===== src/source/iagcLogPkg.sv =====
package iagcLogPkg;

  // ~~~~~~~~~~~~~~~~~~~~
  // Data widths.
  // ~~~~~~~~~~~~~~~~~~~~

  // One UART data byte.
  typedef logic [7:0] byte_t;

  // Reference and error amplitudes are sent low byte first.
  typedef logic [15:0] amplitude_t;

  // Status code of the gain control loop.
  typedef logic [3:0] iagcStatus_t;

  // ~~~~~~~~~~~~~~~~~~~~
  // Status codes.
  // ~~~~~~~~~~~~~~~~~~~~

  // Logging is inhibited while the loop reports either of these.
  localparam iagcStatus_t iagcStatusReset = 4'd0;
  localparam iagcStatus_t iagcStatusInit  = 4'd1;

  // ~~~~~~~~~~~~~~~~~~~~
  // Frame geometry.
  // ~~~~~~~~~~~~~~~~~~~~

  localparam int frameLength = 7; // Bytes per frame.

  // Position of a byte within a frame.
  typedef logic [2:0] byteIndex_t;

endpackage


===== src/source/uartSerializer.sv =====
`timescale 1ns/100ps

module uartSerializer #(
  parameter int clocksPerBit = 868
) (
  input  logic               i_clock,
  input  logic               i_reset,
  input  logic               i_byteReq,
  input  iagcLogPkg::byte_t  i_byteData,
  output logic               o_byteAck,
  output logic               o_txBit
);

  import iagcLogPkg::*;

  typedef enum logic [2:0] {
    Idle,
    Start,
    Data,
    Stop,
    AckHold
  } serialState_t;

  localparam int tickWidth = $clog2(clocksPerBit);

  serialState_t         state;
  logic [tickWidth-1:0] tickCount;
  logic                 lastTick;
  logic [2:0]           bitIndex;
  byte_t                shiftReg;

  // ~~~~~~~~~~~~~~~~~~~~
  // Bit timing.
  // ~~~~~~~~~~~~~~~~~~~~

  assign lastTick = (tickCount == tickWidth'(clocksPerBit - 1));

  // ~~~~~~~~~~~~~~~~~~~~
  // Transmit FSM.
  // ~~~~~~~~~~~~~~~~~~~~

  always_ff @(posedge i_clock) begin
    if (i_reset) begin
      state     <= Idle;
      tickCount <= '0;
      bitIndex  <= '0;
      o_txBit   <= 1'b1; // Line idles high.
    end else begin
      case (state)
        Idle: begin
          if (i_byteReq) begin
            tickCount <= '0;
            o_txBit   <= 1'b0; // Start bit.
            state     <= Start;
          end
        end

        Start: begin
          if (lastTick) begin
            tickCount <= '0;
            bitIndex  <= '0;
            o_txBit   <= shiftReg[0];
            state     <= Data;
          end else begin
            tickCount <= tickCount + 1'b1;
          end
        end

        Data: begin
          if (lastTick) begin
            tickCount <= '0;
            if (bitIndex == 3'd7) begin
              o_txBit <= 1'b1; // Stop bit.
              state   <= Stop;
            end else begin
              o_txBit  <= shiftReg[0];
              bitIndex <= bitIndex + 1'b1;
            end
          end else begin
            tickCount <= tickCount + 1'b1;
          end
        end

        Stop: begin
          if (lastTick) begin
            tickCount <= '0;
            state     <= AckHold;
          end else begin
            tickCount <= tickCount + 1'b1;
          end
        end

        // Hold the ack until the request is withdrawn.
        AckHold: begin
          if (!i_byteReq) begin
            state <= Idle;
          end
        end

        default: begin
          state   <= Idle;
          o_txBit <= 1'b1;
        end
      endcase
    end
  end

  // ~~~~~~~~~~~~~~~~~~~~
  // Data path.
  // ~~~~~~~~~~~~~~~~~~~~

  // LSB leaves first, so the register shifts right after each bit is taken.
  always_ff @(posedge i_clock) begin
    if (state == Idle && i_byteReq) begin
      shiftReg <= i_byteData;
    end else if ((state == Start || state == Data) && lastTick) begin
      shiftReg <= shiftReg >> 1;
    end
  end

  // Ack covers the last cycle of the stop bit and the hold that follows.
  assign o_byteAck = (state == Stop && lastTick) || (state == AckHold);

endmodule


===== src/source/frameLogger.sv =====
`timescale 1ns/100ps

module frameLogger #(
  parameter int logInterval = 60000000
) (
  input  logic                    i_clock,
  input  logic                    i_reset,
  input  iagcLogPkg::iagcStatus_t i_iagcStatus,
  input  iagcLogPkg::amplitude_t  i_referenceAmplitude,
  input  iagcLogPkg::amplitude_t  i_errorAmplitude,
  input  iagcLogPkg::byte_t       i_quotient,
  input  iagcLogPkg::byte_t       i_fractional,
  input  logic                    i_onPhase,
  input  logic                    i_wdValid,
  input  logic                    i_byteAck,
  output logic                    o_byteReq,
  output iagcLogPkg::byte_t       o_byteData,
  output logic                    o_serializerClear
);

  import iagcLogPkg::*;

  typedef enum logic [2:0] {
    Inhibit,
    Count,
    Request,
    AwaitAck,
    Release,
    Next
  } loggerState_t;

  localparam int         countWidth = $clog2(logInterval + 1);
  localparam int         byteWidth  = $bits(byte_t);
  localparam byteIndex_t lastByte   = byteIndex_t'(frameLength - 1);

  loggerState_t          state;
  logic                  inhibit;
  logic                  intervalDone;
  logic [countWidth-1:0] intervalCount;
  byteIndex_t            byteIndex;

  amplitude_t            refSnap;
  amplitude_t            errSnap;
  byte_t                 quotSnap;
  byte_t                 fracSnap;
  byte_t                 flagSnap;
  byte_t                 frameByte;
  byte_t                 dataReg;

  // ~~~~~~~~~~~~~~~~~~~~
  // Inhibit.
  // ~~~~~~~~~~~~~~~~~~~~

  assign inhibit = (i_iagcStatus == iagcStatusReset) || (i_iagcStatus == iagcStatusInit);

  // The serializer drops any byte in flight while logging is held off.
  assign o_serializerClear = i_reset || inhibit;

  assign intervalDone = (intervalCount == countWidth'(logInterval));

  // ~~~~~~~~~~~~~~~~~~~~
  // Sequencer FSM.
  // ~~~~~~~~~~~~~~~~~~~~

  always_ff @(posedge i_clock) begin
    if (i_reset || inhibit) begin
      state         <= Inhibit;
      intervalCount <= '0;
      byteIndex     <= '0;
    end else begin
      case (state)
        Inhibit: begin
          intervalCount <= intervalCount + 1'b1; // Release edge is the first counted cycle.
          state         <= Count;
        end

        Count: begin
          if (intervalDone) begin
            byteIndex <= '0;
            state     <= Next; // Snapshot is taken on this edge.
          end else begin
            intervalCount <= intervalCount + 1'b1;
          end
        end

        // Wait for the previous handshake to close, then present a byte.
        Next: begin
          if (!i_byteAck) begin
            state <= Request;
          end
        end

        Request: begin
          state <= AwaitAck;
        end

        AwaitAck: begin
          if (i_byteAck) begin
            state <= Release;
          end
        end

        Release: begin
          if (byteIndex == lastByte) begin
            intervalCount <= '0;
            state         <= Count;
          end else begin
            byteIndex <= byteIndex + 1'b1;
            state     <= Next;
          end
        end

        default: begin
          state <= Inhibit;
        end
      endcase
    end
  end

  // ~~~~~~~~~~~~~~~~~~~~
  // Snapshot and frame data.
  // ~~~~~~~~~~~~~~~~~~~~

  always_ff @(posedge i_clock) begin
    if (state == Count && intervalDone) begin
      refSnap  <= i_referenceAmplitude;
      errSnap  <= i_errorAmplitude;
      quotSnap <= i_quotient;
      fracSnap <= i_fractional;
      flagSnap <= {{(byteWidth - 2){1'b0}}, i_wdValid, i_onPhase};
    end
  end

  // Frame layout, amplitudes low byte first.
  always_comb begin
    case (byteIndex)
      3'd0:    frameByte = refSnap[byteWidth-1:0];
      3'd1:    frameByte = refSnap[2*byteWidth-1:byteWidth];
      3'd2:    frameByte = errSnap[byteWidth-1:0];
      3'd3:    frameByte = errSnap[2*byteWidth-1:byteWidth];
      3'd4:    frameByte = quotSnap;
      3'd5:    frameByte = fracSnap;
      default: frameByte = flagSnap;
    endcase
  end

  // Loaded only while req and ack are both low.
  always_ff @(posedge i_clock) begin
    if (state == Next && !i_byteAck) begin
      dataReg <= frameByte;
    end
  end

  assign o_byteData = dataReg;
  assign o_byteReq  = (state == Request) || (state == AwaitAck);

endmodule


===== src/source/iagcTelemetry.sv =====
`timescale 1ns/100ps

module iagcTelemetry #(
  parameter int clocksPerBit = 868,
  parameter int logInterval  = 60000000
) (
  input  logic                    i_clock,
  input  logic                    i_reset,
  input  iagcLogPkg::iagcStatus_t i_iagcStatus,
  input  iagcLogPkg::amplitude_t  i_referenceAmplitude,
  input  iagcLogPkg::amplitude_t  i_errorAmplitude,
  input  iagcLogPkg::byte_t       i_quotient,
  input  iagcLogPkg::byte_t       i_fractional,
  input  logic                    i_onPhase,
  input  logic                    i_wdValid,
  output logic                    o_txBit
);

  import iagcLogPkg::*;

  // ~~~~~~~~~~~~~~~~~~~~
  // Byte handshake.
  // ~~~~~~~~~~~~~~~~~~~~

  logic  byteReq;
  logic  byteAck;
  byte_t byteData;
  logic  serializerClear;

  frameLogger #(
    .logInterval(logInterval)
  ) frameLog (
    .i_clock             (i_clock),
    .i_reset             (i_reset),
    .i_iagcStatus        (i_iagcStatus),
    .i_referenceAmplitude(i_referenceAmplitude),
    .i_errorAmplitude    (i_errorAmplitude),
    .i_quotient          (i_quotient),
    .i_fractional        (i_fractional),
    .i_onPhase           (i_onPhase),
    .i_wdValid           (i_wdValid),
    .i_byteAck           (byteAck),
    .o_byteReq           (byteReq),
    .o_byteData          (byteData),
    .o_serializerClear   (serializerClear)
  );

  // Cleared by the logger on reset or inhibit.
  uartSerializer #(
    .clocksPerBit(clocksPerBit)
  ) uartTx (
    .i_clock   (i_clock),
    .i_reset   (serializerClear),
    .i_byteReq (byteReq),
    .i_byteData(byteData),
    .o_byteAck (byteAck),
    .o_txBit   (o_txBit)
  );

endmodule


===== config.mk =====
export PLATFORM = sky130hd
export DESIGN_NAME = iagcTelemetry
export DESIGN_NICKNAME = d
export VERILOG_FILES = /design/src/source/iagcLogPkg.sv /design/src/source/uartSerializer.sv /design/src/source/frameLogger.sv /design/src/source/iagcTelemetry.sv
export SDC_FILE = /design/constraint.sdc
export NUM_CORES = 1
export LEC_CHECK = 0
export ABC_AREA = 1
export BUFFER_PORTS_ARGS = -buffer_cell sky130_fd_sc_hd__buf_2
export CORE_MARGIN = 3
export CORE_UTILIZATION = 40
export CTS_CLUSTER_SIZE = 25
export DETAILED_ROUTE_END_ITERATION = 6
export HOLD_SLACK_MARGIN = 0.03
export PLACE_DENSITY = 0.61
export SYNTH_ARGS = -nofsm -noshare
export SYNTH_HDL_FRONTEND = slang
export SYNTH_SLANG_ARGS = --single-unit
export TNS_END_PERCENT = 50

===== constraint.sdc =====
create_clock -name i_clock -period 7.41 [get_ports i_clock]
set_clock_uncertainty 0.1 [all_clocks]
set_input_delay 1.482 -clock i_clock [delete_from_list [all_inputs] [get_ports i_clock]]
set_output_delay 1.482 -clock i_clock [all_outputs]
set_load 0.02 [all_outputs]

---- After elaboration in Yosys (flattened, before gate mapping) ----
Index checks and enable logic that the tools add are counted.
word-level totals
  flip-flop bits (word level) ............. 115
  latch bits .............................. 0
  RAM bits ................................ 0
  bits in read-only memories .............. 0
  input port bits ......................... 56
  output and inout port bits .............. 1
  word-level logic and storage cells ...... 113
  memories ................................ 0
cells by class
  $add $sub $neg .......................... 4
  multipliers ............................. 0
  div/mod/pow operators ................... 0
  magnitude comparators ................... 0
  eq/ne operators ......................... 32
  shift operators ......................... 0
  muxes and demuxes ....................... 33
  bitwise operators ....................... 1
  reduce and logical (&&, ||, !) cells .... 29
operators by type and width
  operator               count
  $pmux 26 s3            1
  $mux 26                2
  $pmux 8 s6             1
  $mux 3                 15
  $add 26x1->26 const B  1
  $eq 26x26->1 const B   1
  $eq 3x3->1 const B     7
  $mux 10                2
  $pmux 10 s2            1
  $eq 3x2->1 const B     6
  $pmux 3 s6             1
  $mux 8                 2
  $ne 2x1->1 const B     8
  $pmux 3 s5             1
  $pmux 3 s2             2
  $add 10x1->10 const B  1
  $eq 10x10->1 const B   1
  $ne 2x2->1 const B     5
  $eq 3x1->1 const B     3
  $logic_not 3->1        3
  $reduce_and 3->1       3
  $reduce_and 4->1       2
  $reduce_bool 2->1      4
  $add 3x1->3 const B    2
  other kinds (13)       24

---- Logic depth before layout (Yosys ltp) ----
  depth in word-level cells ............... 5
  depth in mapped cells ................... 13
  mapped depth without buffers ............ 13

---- Hierarchy ----
Synthesis repeated with hierarchy kept, for this count alone.
second synthesis, totals
  cells, all modules ...................... 754
  area, all modules ....................... 5,828.1 sq um
modules (own cells, without submodules)
  module          times used  cells each  area each (sq um)  sequential area each (sq um)
  frameLogger     1           579         4,518.1            2,382.3
  uartSerializer  1           175         1,310.0            580.6

---- Worst setup path after synthesis ----
No wires, ideal clock.
  kind .................................... register to register
  start point ............................. reg frameLog.intervalCount[17]
  end point ............................... reg frameLog.errSnap[0], enable pin
  setup time .............................. 582 ps
  arrival ................................. 5,737 ps
  data required time ...................... 6,728 ps
  setup slack ............................. 991 ps
  stages on the path, launching flop included .. 4
  buffers on the path ..................... 0
  cell sequence ........................... dfxtp_1 > nand2_2 > or3_1 > nor4_1
on the way
  cells in the longest elaborated chain, start to end .. 2
RTL lines
  what                      line                source
  start: declaration        frameLogger.sv:39   logic [countWidth-1:0] intervalCount;
  start signal: assignment  frameLogger.sv:73   intervalCount <= intervalCount + 1'b1;
  start signal: assignment  frameLogger.sv:82   intervalCount <= intervalCount + 1'b1;
  $eq 26x26->1              frameLogger.sv:59   assign intervalDone = (intervalCount == countWidth'(logInterval));
  $logic_and 1x1->1         frameLogger.sv:125  if (state == Count && intervalDone) begin
  end signal: assignment    frameLogger.sv:127  errSnap <= i_errorAmplitude;
  end: declaration          frameLogger.sv:43   amplitude_t errSnap;
No other way between the ends.
A chain may end at the register's enable or synchronous reset.

---- Worst setup path after layout ----
  start point ............................. in i_iagcStatus[1]
  end point ............................... reg frameLog.intervalCount[1]
on the way
  cells in the longest elaborated chain, start to end .. 3
  elaborated cells between the ends (all ways) .. 4
  classes of those cells .................. eq/ne (1); reduce/logical (3)
RTL lines
  what                                           line                source
  start: declaration                             iagcTelemetry.sv:9  input iagcLogPkg::iagcStatus_t i_iagcStatus,
  $eq 4x1->1 or $logic_not 4->1 (tied branches)  frameLogger.sv:54   assign inhibit = (i_iagcStatus == iagcStatusReset) || (i_iagcStatus == iagcStatusInit);
  $logic_or 1x1->1 *                             frameLogger.sv:54
  $logic_or 1x1->1 *                             frameLogger.sv:66   if (i_reset || inhibit) begin
Mark *: on every way between the ends. The rest lies on a longest branch, timed or not.

==> impl_metrics.env <==
export IMPL_yosysSeqAreaShare_pct=50.8
export IMPL_cp_required_ps=7650
export IMPL_clk_pin_slew_ps=60
export IMPL_initial_core_util_pct=41.5
export IMPL_fin_util_pct=48.2
export IMPL_holdWs_ps=390
export IMPL_critical_path_max_fanout=21
export IMPL_syn_avg_cell_area_um2=8.17
export IMPL_clkPwrFrac_pct=43.4
export IMPL_synth_ff_type="edfxtp_1"
export IMPL_power_density_mw_per_mm2=250
export IMPL_worstMarginPinSlew_ps=1100
export IMPL_io_pins=57
export IMPL_grt_usage_pct=17.2
export IMPL_synth_edf_count=66
export IMPL_crit_slowest_cell="clkinv_1"
export IMPL_switchingPower_mw=0.489
export IMPL_fin_tns_setup_ps=0
export IMPL_design_area_mm2=0.00677
export IMPL_tritoncts="built"
export IMPL_drtIter0Drc=401
export IMPL_peakVddDrop_mv=0.223
export IMPL_syn_to_final_growth_pct=16.2
export IMPL_dpl_cell_area_mm2=0.00624
export IMPL_crit_reg2reg_launch="frameLog.intervalCount[0]$_SDFFE_PP0P_"
export IMPL_gp_congestion=0.899
export IMPL_start_kind="input port"
export IMPL_p_leak_nw=2.62
export IMPL_crit_arrival_ps=3460
export IMPL_die_area_mm2=0.0161
export IMPL_final_cells=965
export IMPL_antenna_found_initial=0
export IMPL_antenna_left=0
export IMPL_port_buffers=55
export IMPL_nets=838
export IMPL_crit_path_max_incr_delay_ps=570
export IMPL_netlist_area_mm2=0.00583
export IMPL_clk_path_buf_depth=2
export IMPL_crit_path_end_kind="register"
export IMPL_synthTopCellsByArea="edfxtp_1 34%, dfxtp_1 17%, nand2_1 13%"
export IMPL_fin_crit_ps=3220
export IMPL_htreeDepth=4
export IMPL_grt_pass1_wl_um=22300
export IMPL_cts_made_buffers=17
export IMPL_yosys_warnings=0
export IMPL_rsz0062_at_grt="false"
export IMPL_fmax_mhz=311
export IMPL_async_flop_share_pct=0
export IMPL_cts_hold_buf=0
export IMPL_synth_seq_cells=115
export IMPL_max_slew_margin_pct=26.1
export IMPL_period_share_pct=43.4
export IMPL_synth_top_area_cell="edfxtp_1"
export IMPL_p_int_mw=1.21
export IMPL_vias=4923
export IMPL_final_layout_size_suffix_gt1_share_pct=14.9
export IMPL_finalMaxSlewViolations=0
export IMPL_diodes=0
export IMPL_synth_cells=713
export IMPL_startpoint="i_iagcStatus[1]"
export IMPL_crit_type="in -> reg"
export IMPL_p_comb_share_pct=13.6
export IMPL_yosys_cell_types_count=48
export IMPL_grt_max_degree=51
export IMPL_dpl_hpwl_um=9390
export IMPL_swShare_pct=28.8
export IMPL_dieWidth_um=127
export IMPL_drc=0
export IMPL_final_common_cell="nand2_1"
export IMPL_coreArea_mm2=0.0140
export IMPL_post_cts_buffers=0
export IMPL_power_total_mw=1.70
export IMPL_worstPathCellList="buf_2 > inv_1 > a21oi_2 > buf_4 > clkinv_1 > nor2_1 > nand3_4 > inv_2 > nand2_1 > o21ai_1"
export IMPL_grt_ovfl_total=0
export IMPL_setup_slack_ps=4190
export IMPL_wirelength_um=13200
export IMPL_insertion_delay_ps=410
export IMPL_cts_resized=0
export IMPL_hold_viol_final=0
export IMPL_synth_nets=779
export IMPL_clock_sinks=115
export IMPL_hold_start="uartTx.o_txBit$_SDFFE_PP1P_"
export IMPL_rows=43
export IMPL_detail_route_wl_per_cell_um=13.7
export IMPL_root_buffer="clkbuf_16"
export IMPL_grt_pass1_vias=4614
export IMPL_crit_family="buffers and inverters"
export IMPL_final_cell_mix="196 x nand2_1, 103 x nor2_1, 66 x inv_1, 66 x edfxtp_1, 61 x nand3_1"
export IMPL_outcome="finished, final reports clean"
export IMPL_yosysTopAreaCellShare_pct=34.0
export IMPL_min_path_type="reg -> reg"
export IMPL_drt_pass1_iterations=5
export IMPL_viasPerCell=5.10
export IMPL_die_h_um=127
export IMPL_placed_cells=933
export IMPL_fill_cells=1338
export IMPL_seqPwrFrac_pct=43.0
export IMPL_pre_cts_ws_ps=3740
export IMPL_setup_viol=0
export IMPL_crit_buf_inv=5
export IMPL_cap_viol_max_count=0
kinds of logic after synthesis:
family	share of synthesized area (%)
simple gates	32.6
flops	50.8
buf+inv	6.66
compound gates	7.32
fa+ha+maj	2.15
xor+xnor	0.451
synthesized netlist by cell type (6+ instances only):
cell type,number
ha_1,10
nor4_1,7
nor2_1,103
a221oi_1,8
a21oi_1,23
o21ai_1,8
inv_1,66
nand3_1,61
o21ai_0,17
nand2_2,6
edfxtp_1,66
dfxtp_1,49
nor3_1,16
nand2_1,196
nand4_1,15
per-layer routing:
layer	global-route usage (%)	routed length (um)	up-vias
met5	0	0	-
met4	5.80	111	0
met3	4.55	995	10
met2	25.8	5870	164
met1	24.3	6200	2251
li1	-	-	2498
state kept, by name, summed over array words and instances (netlist names), 2 cells and up:
name and cells:
frameLog.o_byteData 8, uartTx.tickCount 10, frameLog.byteIndex 3, frameLog.errSnap 16, uartTx.bitIndex 3, frameLog.quotSnap 8, uartTx.state 3, frameLog.refSnap 16
frameLog.state 3, frameLog.fracSnap 8, frameLog.flagSnap 2, uartTx.shiftReg 8, frameLog.intervalCount 26
power by group through the flow:
stage	sequential [mW]	combinational (mW)	clock [mW]
2_1_floorplan	0.738	0.178	0
3_3_place_gp	0.741	0.226	0
3_5_place_dp	0.742	0.230	0
4_1_cts	0.729	0.232	0.751
5_1_grt	0.732	0.265	0.781
6_report	0.729	0.230	0.736
final timing paths:
| kind | end | slack [ps] | cells past startpoint |
|---|---|---|---|
| max | frameLog.intervalCount[1]$_SDFFE_PP0P_ | 4190 | 10 |
| min | uartTx.o_txBit$_SDFFE_PP1P_ | 390 | 2 |
| max reg2reg | frameLog.intervalCount[10]$_SDFFE_PP0P_ | 4960 | 11 |
| min reg2reg | uartTx.o_txBit$_SDFFE_PP1P_ | 390 | 2 |
cell type report:
type	instances	area, um2	area share [%]
multi-input combinational	507	2480	36.7
timing repair buffer	57	290	4.29
clock inverter	14	103	1.51
tap	180	225	3.33
clock buffer	18	429	6.34
inverter	74	280	4.14
sequential	115	2960	43.7
tightest hold or removal path: stages (launching register included):
cell      delay [ps]
dfxtp_1          330
nand2_1           60
o211ai_1          70
Power figures use the tool's default switching activity.
